<file path="src/common/uart_pkg.sv">
package uart_pkg;

    // byte and oversampling
    localparam int DATA_BITS    = 8;
    localparam int OVERSAMPLE   = 8;

    // both sides run at the same bit rate off clk
    localparam int RX_DIVIDE    = 5;
    localparam int TX_DIVIDE    = RX_DIVIDE * OVERSAMPLE;

    // start + data + parity + stop
    localparam int FRAME_BITS   = DATA_BITS + 3;
    localparam int SAMPLE_POINT = OVERSAMPLE / 2;   // mid-bit

    typedef logic [DATA_BITS-1:0]  byte_t;
    typedef logic [FRAME_BITS-1:0] frame_t;    // bit 0 is start, then data lsb first
    typedef logic [3:0]            bit_count_t;
    typedef logic [2:0]            sample_count_t;

    typedef enum logic [2:0]
    {
        IDLE,
        START,
        DATA,
        PARITY,
        STOP,
        ERROR
    } rx_state_t;

    // data plus parity bit hold an odd number of ones
    function automatic logic odd_parity(input byte_t data);
        return ~(^data);
    endfunction

endpackage

</file>
<file path="src/design/baud_tick_gen.sv">
module baud_tick_gen
    import uart_pkg::*;
#(
    parameter int DIVIDE = TX_DIVIDE
)
(
    input  logic clk,
    input  logic reset,
    output logic tick
);

    localparam int CW = (DIVIDE > 1) ? $clog2(DIVIDE) : 1;

    logic [CW-1:0] count;

    always_ff @(posedge clk or posedge reset)
    begin
        if (reset)
        begin
            count <= '0;
            tick  <= 1'b0;
        end
        else if (count == CW'(DIVIDE - 1))
        begin
            count <= '0;
            tick  <= 1'b1;   // one cycle out of DIVIDE
        end
        else
        begin
            count <= count + 1'b1;
            tick  <= 1'b0;
        end
    end

endmodule

</file>
<file path="src/design/uart_link.sv">
module uart_link
    import uart_pkg::*;
(
    input  logic  clk,
    input  logic  reset,
    input  logic  send,
    input  byte_t data_in,
    input  logic  rx_line,
    output logic  tx_line,
    output logic  busy,
    output byte_t rx_data,
    output logic  rx_valid,
    output logic  rx_error
);

    logic tx_tick;
    logic rx_tick;
    logic resend;   // receiver asks for the held frame again

    baud_tick_gen #(.DIVIDE(TX_DIVIDE)) tx_baud
    (
        .clk   (clk),
        .reset (reset),
        .tick  (tx_tick)
    );

    baud_tick_gen #(.DIVIDE(RX_DIVIDE)) rx_baud
    (
        .clk   (clk),
        .reset (reset),
        .tick  (rx_tick)
    );

    uart_tx uart_tx_i
    (
        .clk     (clk),
        .reset   (reset),
        .tick    (tx_tick),
        .send    (send),
        .data_in (data_in),
        .resend  (resend),
        .tx_line (tx_line),
        .busy    (busy)
    );

    uart_rx uart_rx_i
    (
        .clk      (clk),
        .reset    (reset),
        .tick     (rx_tick),
        .rx_line  (rx_line),
        .rx_data  (rx_data),
        .rx_valid (rx_valid),
        .rx_error (rx_error),
        .resend   (resend)
    );

endmodule

</file>
<file path="src/receiver/uart_rx.sv">
module uart_rx
    import uart_pkg::*;
(
    input  logic  clk,
    input  logic  reset,
    input  logic  tick,
    input  logic  rx_line,
    output byte_t rx_data,
    output logic  rx_valid,
    output logic  rx_error,
    output logic  resend
);

    rx_state_t     state;
    sample_count_t sample_count;   // tick index within the current bit
    bit_count_t    bit_count;
    byte_t         data_shift;
    logic          sample_now;
    logic          bit_end;

    assign sample_now = tick && (sample_count == sample_count_t'(SAMPLE_POINT));
    assign bit_end    = tick && (sample_count == sample_count_t'(OVERSAMPLE - 1));

    // a bad frame and the resend request are one event
    assign resend = rx_error;

    always_ff @(posedge clk or posedge reset)
    begin
        if (reset)
        begin
            state        <= IDLE;
            sample_count <= '0;
            bit_count    <= '0;
            data_shift   <= '0;
            rx_data      <= '0;
            rx_valid     <= 1'b0;
            rx_error     <= 1'b0;
        end
        else
        begin
            rx_valid <= 1'b0;
            rx_error <= 1'b0;

            if (tick)
            begin
                sample_count <= sample_count + 1'b1;   // wraps once per bit
            end

            case (state)
                IDLE:
                begin
                    if (tick && !rx_line)
                    begin
                        state        <= START;
                        sample_count <= sample_count_t'(1);   // this tick was index 0
                    end
                end

                START:
                begin
                    if (sample_now && rx_line)
                    begin
                        state <= IDLE;   // a glitch rather than a start bit
                    end
                    else if (bit_end)
                    begin
                        state     <= DATA;
                        bit_count <= '0;
                    end
                end

                DATA:
                begin
                    if (sample_now)
                    begin
                        data_shift <= {rx_line, data_shift[DATA_BITS-1:1]};   // lsb first
                        bit_count  <= bit_count + 1'b1;
                    end
                    if (bit_end && bit_count == bit_count_t'(DATA_BITS))
                    begin
                        state <= PARITY;
                    end
                end

                PARITY:
                begin
                    if (sample_now && rx_line != odd_parity(data_shift))
                    begin
                        state    <= ERROR;
                        rx_error <= 1'b1;
                    end
                    else if (bit_end)
                    begin
                        state <= STOP;
                    end
                end

                STOP:
                begin
                    if (sample_now)
                    begin
                        if (rx_line)
                        begin
                            rx_data  <= data_shift;
                            rx_valid <= 1'b1;
                            state    <= IDLE;   // back early to catch the next start edge
                        end
                        else
                        begin
                            state    <= ERROR;   // framing error
                            rx_error <= 1'b1;
                        end
                    end
                end

                ERROR:
                begin
                    // stay until a bit ends on an idle line
                    if (bit_end && rx_line)
                    begin
                        state <= IDLE;
                    end
                end

                default:
                begin
                    state <= IDLE;
                end
            endcase
        end
    end

    valid_error_exclusive: assert property (@(posedge clk) disable iff (reset)
        !(rx_valid && rx_error))
        else $error("rx_valid and rx_error high in the same cycle");

endmodule

</file>
<file path="src/transmitter/uart_tx.sv">
module uart_tx
    import uart_pkg::*;
(
    input  logic  clk,
    input  logic  reset,
    input  logic  tick,
    input  logic  send,
    input  byte_t data_in,
    input  logic  resend,
    output logic  tx_line,
    output logic  busy
);

    frame_t     new_frame;
    frame_t     shift_reg;
    frame_t     hold_frame;       // copy kept for a resend
    bit_count_t bit_count;
    logic       resend_pending;
    logic       frame_done;

    assign new_frame  = {1'b1, odd_parity(data_in), data_in, 1'b0};

    // stop bit has been on the line for a full bit time
    assign frame_done = tick && (bit_count == bit_count_t'(FRAME_BITS));

    always_ff @(posedge clk or posedge reset)
    begin
        if (reset)
        begin
            tx_line        <= 1'b1;
            busy           <= 1'b0;
            shift_reg      <= '1;
            hold_frame     <= '1;
            bit_count      <= '0;
            resend_pending <= 1'b0;
        end
        else
        begin
            if (resend && busy)
            begin
                resend_pending <= 1'b1;   // served when this frame ends
            end

            if (!busy)
            begin
                if (send)
                begin
                    shift_reg  <= new_frame;
                    hold_frame <= new_frame;
                    bit_count  <= '0;
                    busy       <= 1'b1;
                end
            end
            else if (frame_done)
            begin
                bit_count <= '0;
                if (resend_pending || resend)
                begin
                    shift_reg      <= hold_frame;   // starts at the next tick
                    resend_pending <= 1'b0;
                end
                else
                begin
                    busy <= 1'b0;
                end
            end
            else if (tick)
            begin
                tx_line   <= shift_reg[0];
                shift_reg <= {1'b1, shift_reg[FRAME_BITS-1:1]};   // ones keep the line idle
                bit_count <= bit_count + 1'b1;
            end
        end
    end

    // the line only leaves idle while a frame is in flight
    idle_line_high: assert property (@(posedge clk) disable iff (reset) !busy |-> tx_line)
        else $error("tx_line low while transmitter is idle");

endmodule

</file>
<file path="config.mk">
export PLATFORM = sky130hd
export DESIGN_NAME = uart_link
export DESIGN_NICKNAME = d
export VERILOG_FILES = /design/src/common/uart_pkg.sv /design/src/design/baud_tick_gen.sv /design/src/design/uart_link.sv /design/src/receiver/uart_rx.sv /design/src/transmitter/uart_tx.sv
export SDC_FILE = /design/constraint.sdc
export NUM_CORES = 1
export LEC_CHECK = 0
export BUFFER_PORTS_ARGS = -buffer_cell sky130_fd_sc_hd__buf_4
export CAP_MARGIN = 20
export CORE_AREA = 2 2 117 119
export CTS_CLUSTER_DIAMETER = 80
export DETAILED_ROUTE_END_ITERATION = 16
export DIE_AREA = 0 0 119 121
export HOLD_SLACK_MARGIN = 0.02
export SYNTH_ARGS = -nofsm -noshare
export SYNTH_HDL_FRONTEND = slang
export SYNTH_SLANG_ARGS = --single-unit
</file>
<file path="constraint.sdc">
create_clock -name clk -period 2.2 [get_ports clk]
set_clock_uncertainty 0.1 [all_clocks]
set_input_delay 0.22 -clock clk [delete_from_list [all_inputs] [get_ports clk]]
set_output_delay 0.22 -clock clk [all_outputs]
set_load 0.005 [all_outputs]
</file>
## Word level (Yosys, flattened, before mapping)

Index checks and enable logic that the tools add are counted.

| word-level totals | value |
|---|---|
| output and inout bits | 12 |
| input port bits | 12 |
| register bits after elaboration | 67 |

| operators by class | value |
|---|---|
| muxes and demuxes | 45 |
| bitwise gates (word level) | 4 |
| equality and inequality tests | 23 |
| reductions and logical operators | 24 |
| $add $sub $neg | 5 |

Operators by type and width:

| kind | count |
|---|---|
| 11-bit two-way mux | 5 |
| 3-bit two-way mux | 13 |
| 4-bit two-way mux | 7 |
| 3-bit one-hot mux with 6 select lines | 1 |
| 1-bit two-way mux | 16 |
| 8-bit parity | 2 |
| 3-bit == test, second input constant | 5 |
| 2-bit by 1-bit inequality test with 1-bit output, second input constant | 6 |
| 1-bit logical AND | 9 |
| 3-bit AND reduction | 3 |
| 4-bit by 1-bit adder with 4-bit output, second input constant | 2 |
| 4-bit == test, second input constant | 2 |
| 4-bit one-hot mux with 2 select lines | 1 |
| 3-bit by 1-bit adder with 3-bit output, second input constant | 2 |
| 6-bit by 1-bit adder with 6-bit output, second input constant | 1 |
| 3-bit by 2-bit == test with 1-bit output, second input constant | 2 |
| 6-bit == test, second input constant | 1 |
| 6-bit two-way mux | 1 |
| 3-bit by 1-bit inequality test with 1-bit output, second input constant | 2 |
| 3-bit inequality test, second input constant | 2 |
| 2-bit AND reduction | 3 |
| 6-bit AND reduction | 1 |
| 1-bit NOT | 4 |
| 4-bit AND reduction | 1 |
| 8 further kinds | 9 |

## Longest topological paths before layout

| depth | value |
|---|---|
| depth after elaboration | 6 |
| gate-level depth with buffers | 8 |
| mapped depth without buffers | 7 |

## Cells and area by module

From an unflattened synthesis, not the netlist that was laid out.

| unflattened totals | value |
|---|---|
| cells, all modules | 288 |
| area total of the unflattened synthesis | 3304.4 um2 |

By module, submodules not included:

| module | times used | cells an instance | sequential area each (um2) | area each (um2) |
|---|---|---|---|---|
| uart_rx | 1 | 133 | 700.7 | 1472.7 |
| uart_tx | 1 | 119 | 701.9 | 1386.3 |
| baud_tick_gen (tx_baud) | 1 | 23 | 175.2 | 280.3 |
| baud_tick_gen (rx_baud) | 1 | 13 | 100.1 | 165.2 |

## Worst setup path before layout

OpenSTA, ideal clock, no wires.

| path | value |
|---|---|
| path kind | register to register |
| start point | register uart_rx_i.sample_count[0] |
| end point | register uart_rx_i.state[0] |
| clock period less this slack | 2.072 ns |
| arrival | 1.846 ns |
| setup slack | 0.128 ns |
| stages on the path, launching flop included | 8 |
| required time | 1.975 ns |
| path through | dfrtp_1 -> ha_1 -> ha_1 -> and2_1 -> a2111oi_0 -> o22ai_1 -> o311a_4 -> mux2_4 |

| on the way | value |
|---|---|
| longest elaborated chain between the ends | 5 |
| elaborated cells on any way between the ends | 17 |
| classes of those cells | eq/ne: 7; mux: 3; reduce/logical: 7 |

Ends and longest elaborated chain:

| element | RTL line | text |
|---|---|---|
| start, declared | uart_rx.sv:15 | `sample_count_t sample_count;` |
| start signal, assigned | uart_rx.sv:46 | `sample_count <= sample_count + 1'b1;` |
| start signal, assigned | uart_rx.sv:55 | `sample_count <= sample_count_t'(1);` |
| 3-bit == test (on tied branches) | uart_rx.sv:21, uart_rx.sv:22 |  |
| 1-bit logical AND (on tied branches) | uart_rx.sv:21, uart_rx.sv:22 |  |
| 1-bit logical AND (on tied branches) | -- |  |
| 3-bit by 1-bit inequality test with 1-bit output (no source line), or another cell as far along | -- |  |
| 6-bit AND reduction (no source line) / 3-bit one-hot mux with 6 select lines (equally long branches) | -- |  |
| end signal, assigned | uart_rx.sv:31 | `state <= IDLE;` |
| end signal, assigned | uart_rx.sv:89 | `state <= ERROR;` |
| end signal, assigned | uart_rx.sv:94 | `state <= STOP;` |
| end, declared | uart_rx.sv:14 | `rx_state_t state;` |

Several ways; a longest one is shown, not always the timed one.
A chain may end at the register's enable or synchronous reset.

## Worst setup path after layout

Ends and elaborated chain as after synthesis.

==> results.ini <==
[run_status]
status=finished clean

[grt]
overflow=0
grt_use_total=0.0991
grt_max_degree=67
grt_pass1_vias=2446
antenna_found_initial=0
grt_pass1_wl_um=11400

[placed_design]
place_congestion=0.794
dpl_cell_area_um2=3690
port-buffer-count=23
place_ws_ns=-0.0179
dpl.hpwl_um=4350

[timing]
finalHoldViolations=0
fin_crit_sh=0.948
relSlewSlack=0.688
setup_viol=0
worstMarginPinSlew_ns=0.463
setup_tns_ns=0
drv_slew=0
rsz0062_at_grt=no
fin_ws_ns=0.115
fmaxAchievable_mhz=480
period_needed_ns=2.08

[synthesis]
ys.warnings.count=0
synth_top_cell_by_area=dfrtp_1
synthCells=301
netlist_area_um2=3250
ys.flop_type=dfrtp_1
async_flop_share=1.00
synth.avg_cell_area_um2=10.8
synth.net_count=322
synth_area_leaders=dfrtp_1, dfstp_2, mux2_2
synth-edff-count=0
synth_top_area_frac=0.347
synth.ff_latch_count=66
ys_seq_area_frac=0.517
ys_types=46

[final_layout]
multi_input_area_um2=1500
fin_area_um2=4110
utilization=0.314
drive_above_1_share=0.300
fin_nets=363
antennaDiodeCount=0
area_growth_syn_to_layout_pct=26.7
fillers=1307
seq_area_um2=1680

[clock_tree]
cts.reportedPaths.clkPinSlew_ns=0.05
cts_root_buf=clkbuf_16
numCtsBuffers=9
cts_buffer_depth=2
htree_num_levels=3
insertion_delay_ns=0.33
clock_sink_count=66
cts_tree=yes

[drt]
drtAntennaViolNets=0
first_pass_iters=4
wl_per_cell_um=12.3
drc=0
routed_via_density=4.40
routed_wl_um=6410
drt_iter0_drc=90
vias=2303

[critical_path]
reg2regPathDepth=8
critPathTopFamily=compound AO/OA/AOI/OAI gates
worst_setup_path_end_kind=flop
required_ns=2.31
cp_num_cells=8
cp.arrival_ns=2.20
slowest_stage=dfrtp_1
cpPeakStageDelay_ns=0.38
cp-start-kind=flop
worst_path_most_repeated_cell=ha_1
crit_chain=ha_1 -> ha_1 -> and2_1 -> buf_4 -> nand3_1 -> o22ai_2 -> o311a_4 -> mux2_4
cp_max_fo=3
path_class=flop to flop
path_buf_inv=1

[floorplan]
dieArea_um2=14400
die_x_um=119
initial_core_util=0.248
num_rows=42
io-pin-count=24
die_h_um=121
core_area_um2=13100

[power]
power.density_nw_per_um2=853
netSwitchingPower_uw=921
intPower_mw=2.59
p_clk_frac=0.407
vdd_drop_max_mv=0.538
switching_share=0.262
p_leak_nw=1.88
p_comb_frac=0.177
seqPwrFrac=0.416

[worst_hold_path]
hold_class=input pin to flop
hold_depth=2

[flow_run]
cap_violations=0

==> synth_stat cells, drive strengths merged, types with 4 or more instances <==
cell / count
nand2: 48
dfrtp: 45
mux2: 23
dfstp: 21
nor2: 21
nand3: 14
xnor2: 13
inv: 11
a21o: 10
clkbuf: 10
o21ai: 10
ha: 9
a311oi: 8
a21oi: 5
xor2: 5
buf: 4
mux2i: 4
nand3b: 4
==> stage by stage <==
stage | cells | hold WS [ns] | power (mW)
5_1_grt | 523 | 0.0895 | 3.69
2_1_floorplan | 301 | 0.203 | 1.89
3_3_place_gp | 498 | 0.227 | 2.01
6_report | 523 | 0.0974 | 3.51
4_1_cts | 523 | 0.0858 | 3.52
3_5_place_dp | 498 | 0.233 | 2.04
==> power by group through the flow <==
stage	Clock (mW)	Combinational, mW	Sequential (mW)
after floorplan	0	0.481	1.41
after global placement	0	0.542	1.47
after detailed placement	0	0.573	1.47
after CTS	1.47	0.595	1.46
after global routing	1.53	0.683	1.48
final	1.43	0.620	1.46
==> final cells by class <==
type,count,area share
Sequential cell,66,0.408
Multi-Input combinational cell,210,0.366
Timing Repair Buffer,44,0.0888
Inverter,11,0.0100
Clock inverter,5,0.0128
Tap cell,176,0.0535
Clock buffer,11,0.0614
==> logic make-up after synthesis <==
family,count (synthesis),synth area share
DFF,66,0.517
buffers and inverters,25,0.0304
AOI/OAI and AO/OA,47,0.107
muxes,27,0.0955
adders and majority gates,9,0.0347
xor gates and xnor gates,19,0.0555
and+or+nand+nor,108,0.161
==> final timing paths <==
| check | start | endpoint | slack, ns |
|---|---|---|---|
| max in group asynchronous | reset | uart_tx_i.shift_reg[0] | 1.26 |
| setup / recovery | uart_rx_i.sample_count[0] | uart_rx_i.state[0] | 0.12 |
| setup reg to reg | uart_rx_i.sample_count[0] | uart_rx_i.state[0] | 0.12 |
| hold reg to reg | uart_tx_i.hold_frame[5] | uart_tx_i.hold_frame[5] | 0.36 |
| min in group asynchronous | reset | uart_rx_i.rx_valid | 0.43 |
| hold / removal | rx_line | uart_rx_i.data_shift[7] | 0.1 |
==> cell usage in the layout, fill, tap and decap left out, types with 4 or more instances in the layout <==
master,synthesis,routed
dfrtp_1,45,45
xnor2_1,13,12
nand2_1,48,48
mux2i_1,4,4
mux2_2,20,20
nand3_1,14,14
nor2_1,21,21
ha_1,9,9
inv_1,11,10
dfstp_2,21,21
buf_4,0,34
a311oi_1,8,8
nand3b_1,4,4
a21o_1,10,10
clkbuf_16,0,9
xor2_1,5,5
o21ai_0,10,10
a21oi_1,5,5
dlygate4sd3_1,0,9
==> per-layer routing <==
layer / up-vias / routed length, um / global-route usage / share of wire
li1: 1133 / - / - / -
met1: 1133 / 2990 / 0.121 / 0.47
met2: 29 / 3130 / 0.162 / 0.49
met3: 8 / 227 / 0.0348 / 0.035
met4: 0 / 70 / 0.0365 / 0.011
met5: - / 0 / 0 / 0
==> timing repair <==
action	CTS	global route
gates resized for setup	2	3
pin swaps	0	1
setup endpoints to repair	3	3
setup buffers	0	0
hold endpoints to repair	53	0
hold buffers	9	0
(Power assumes the default switching activity.)
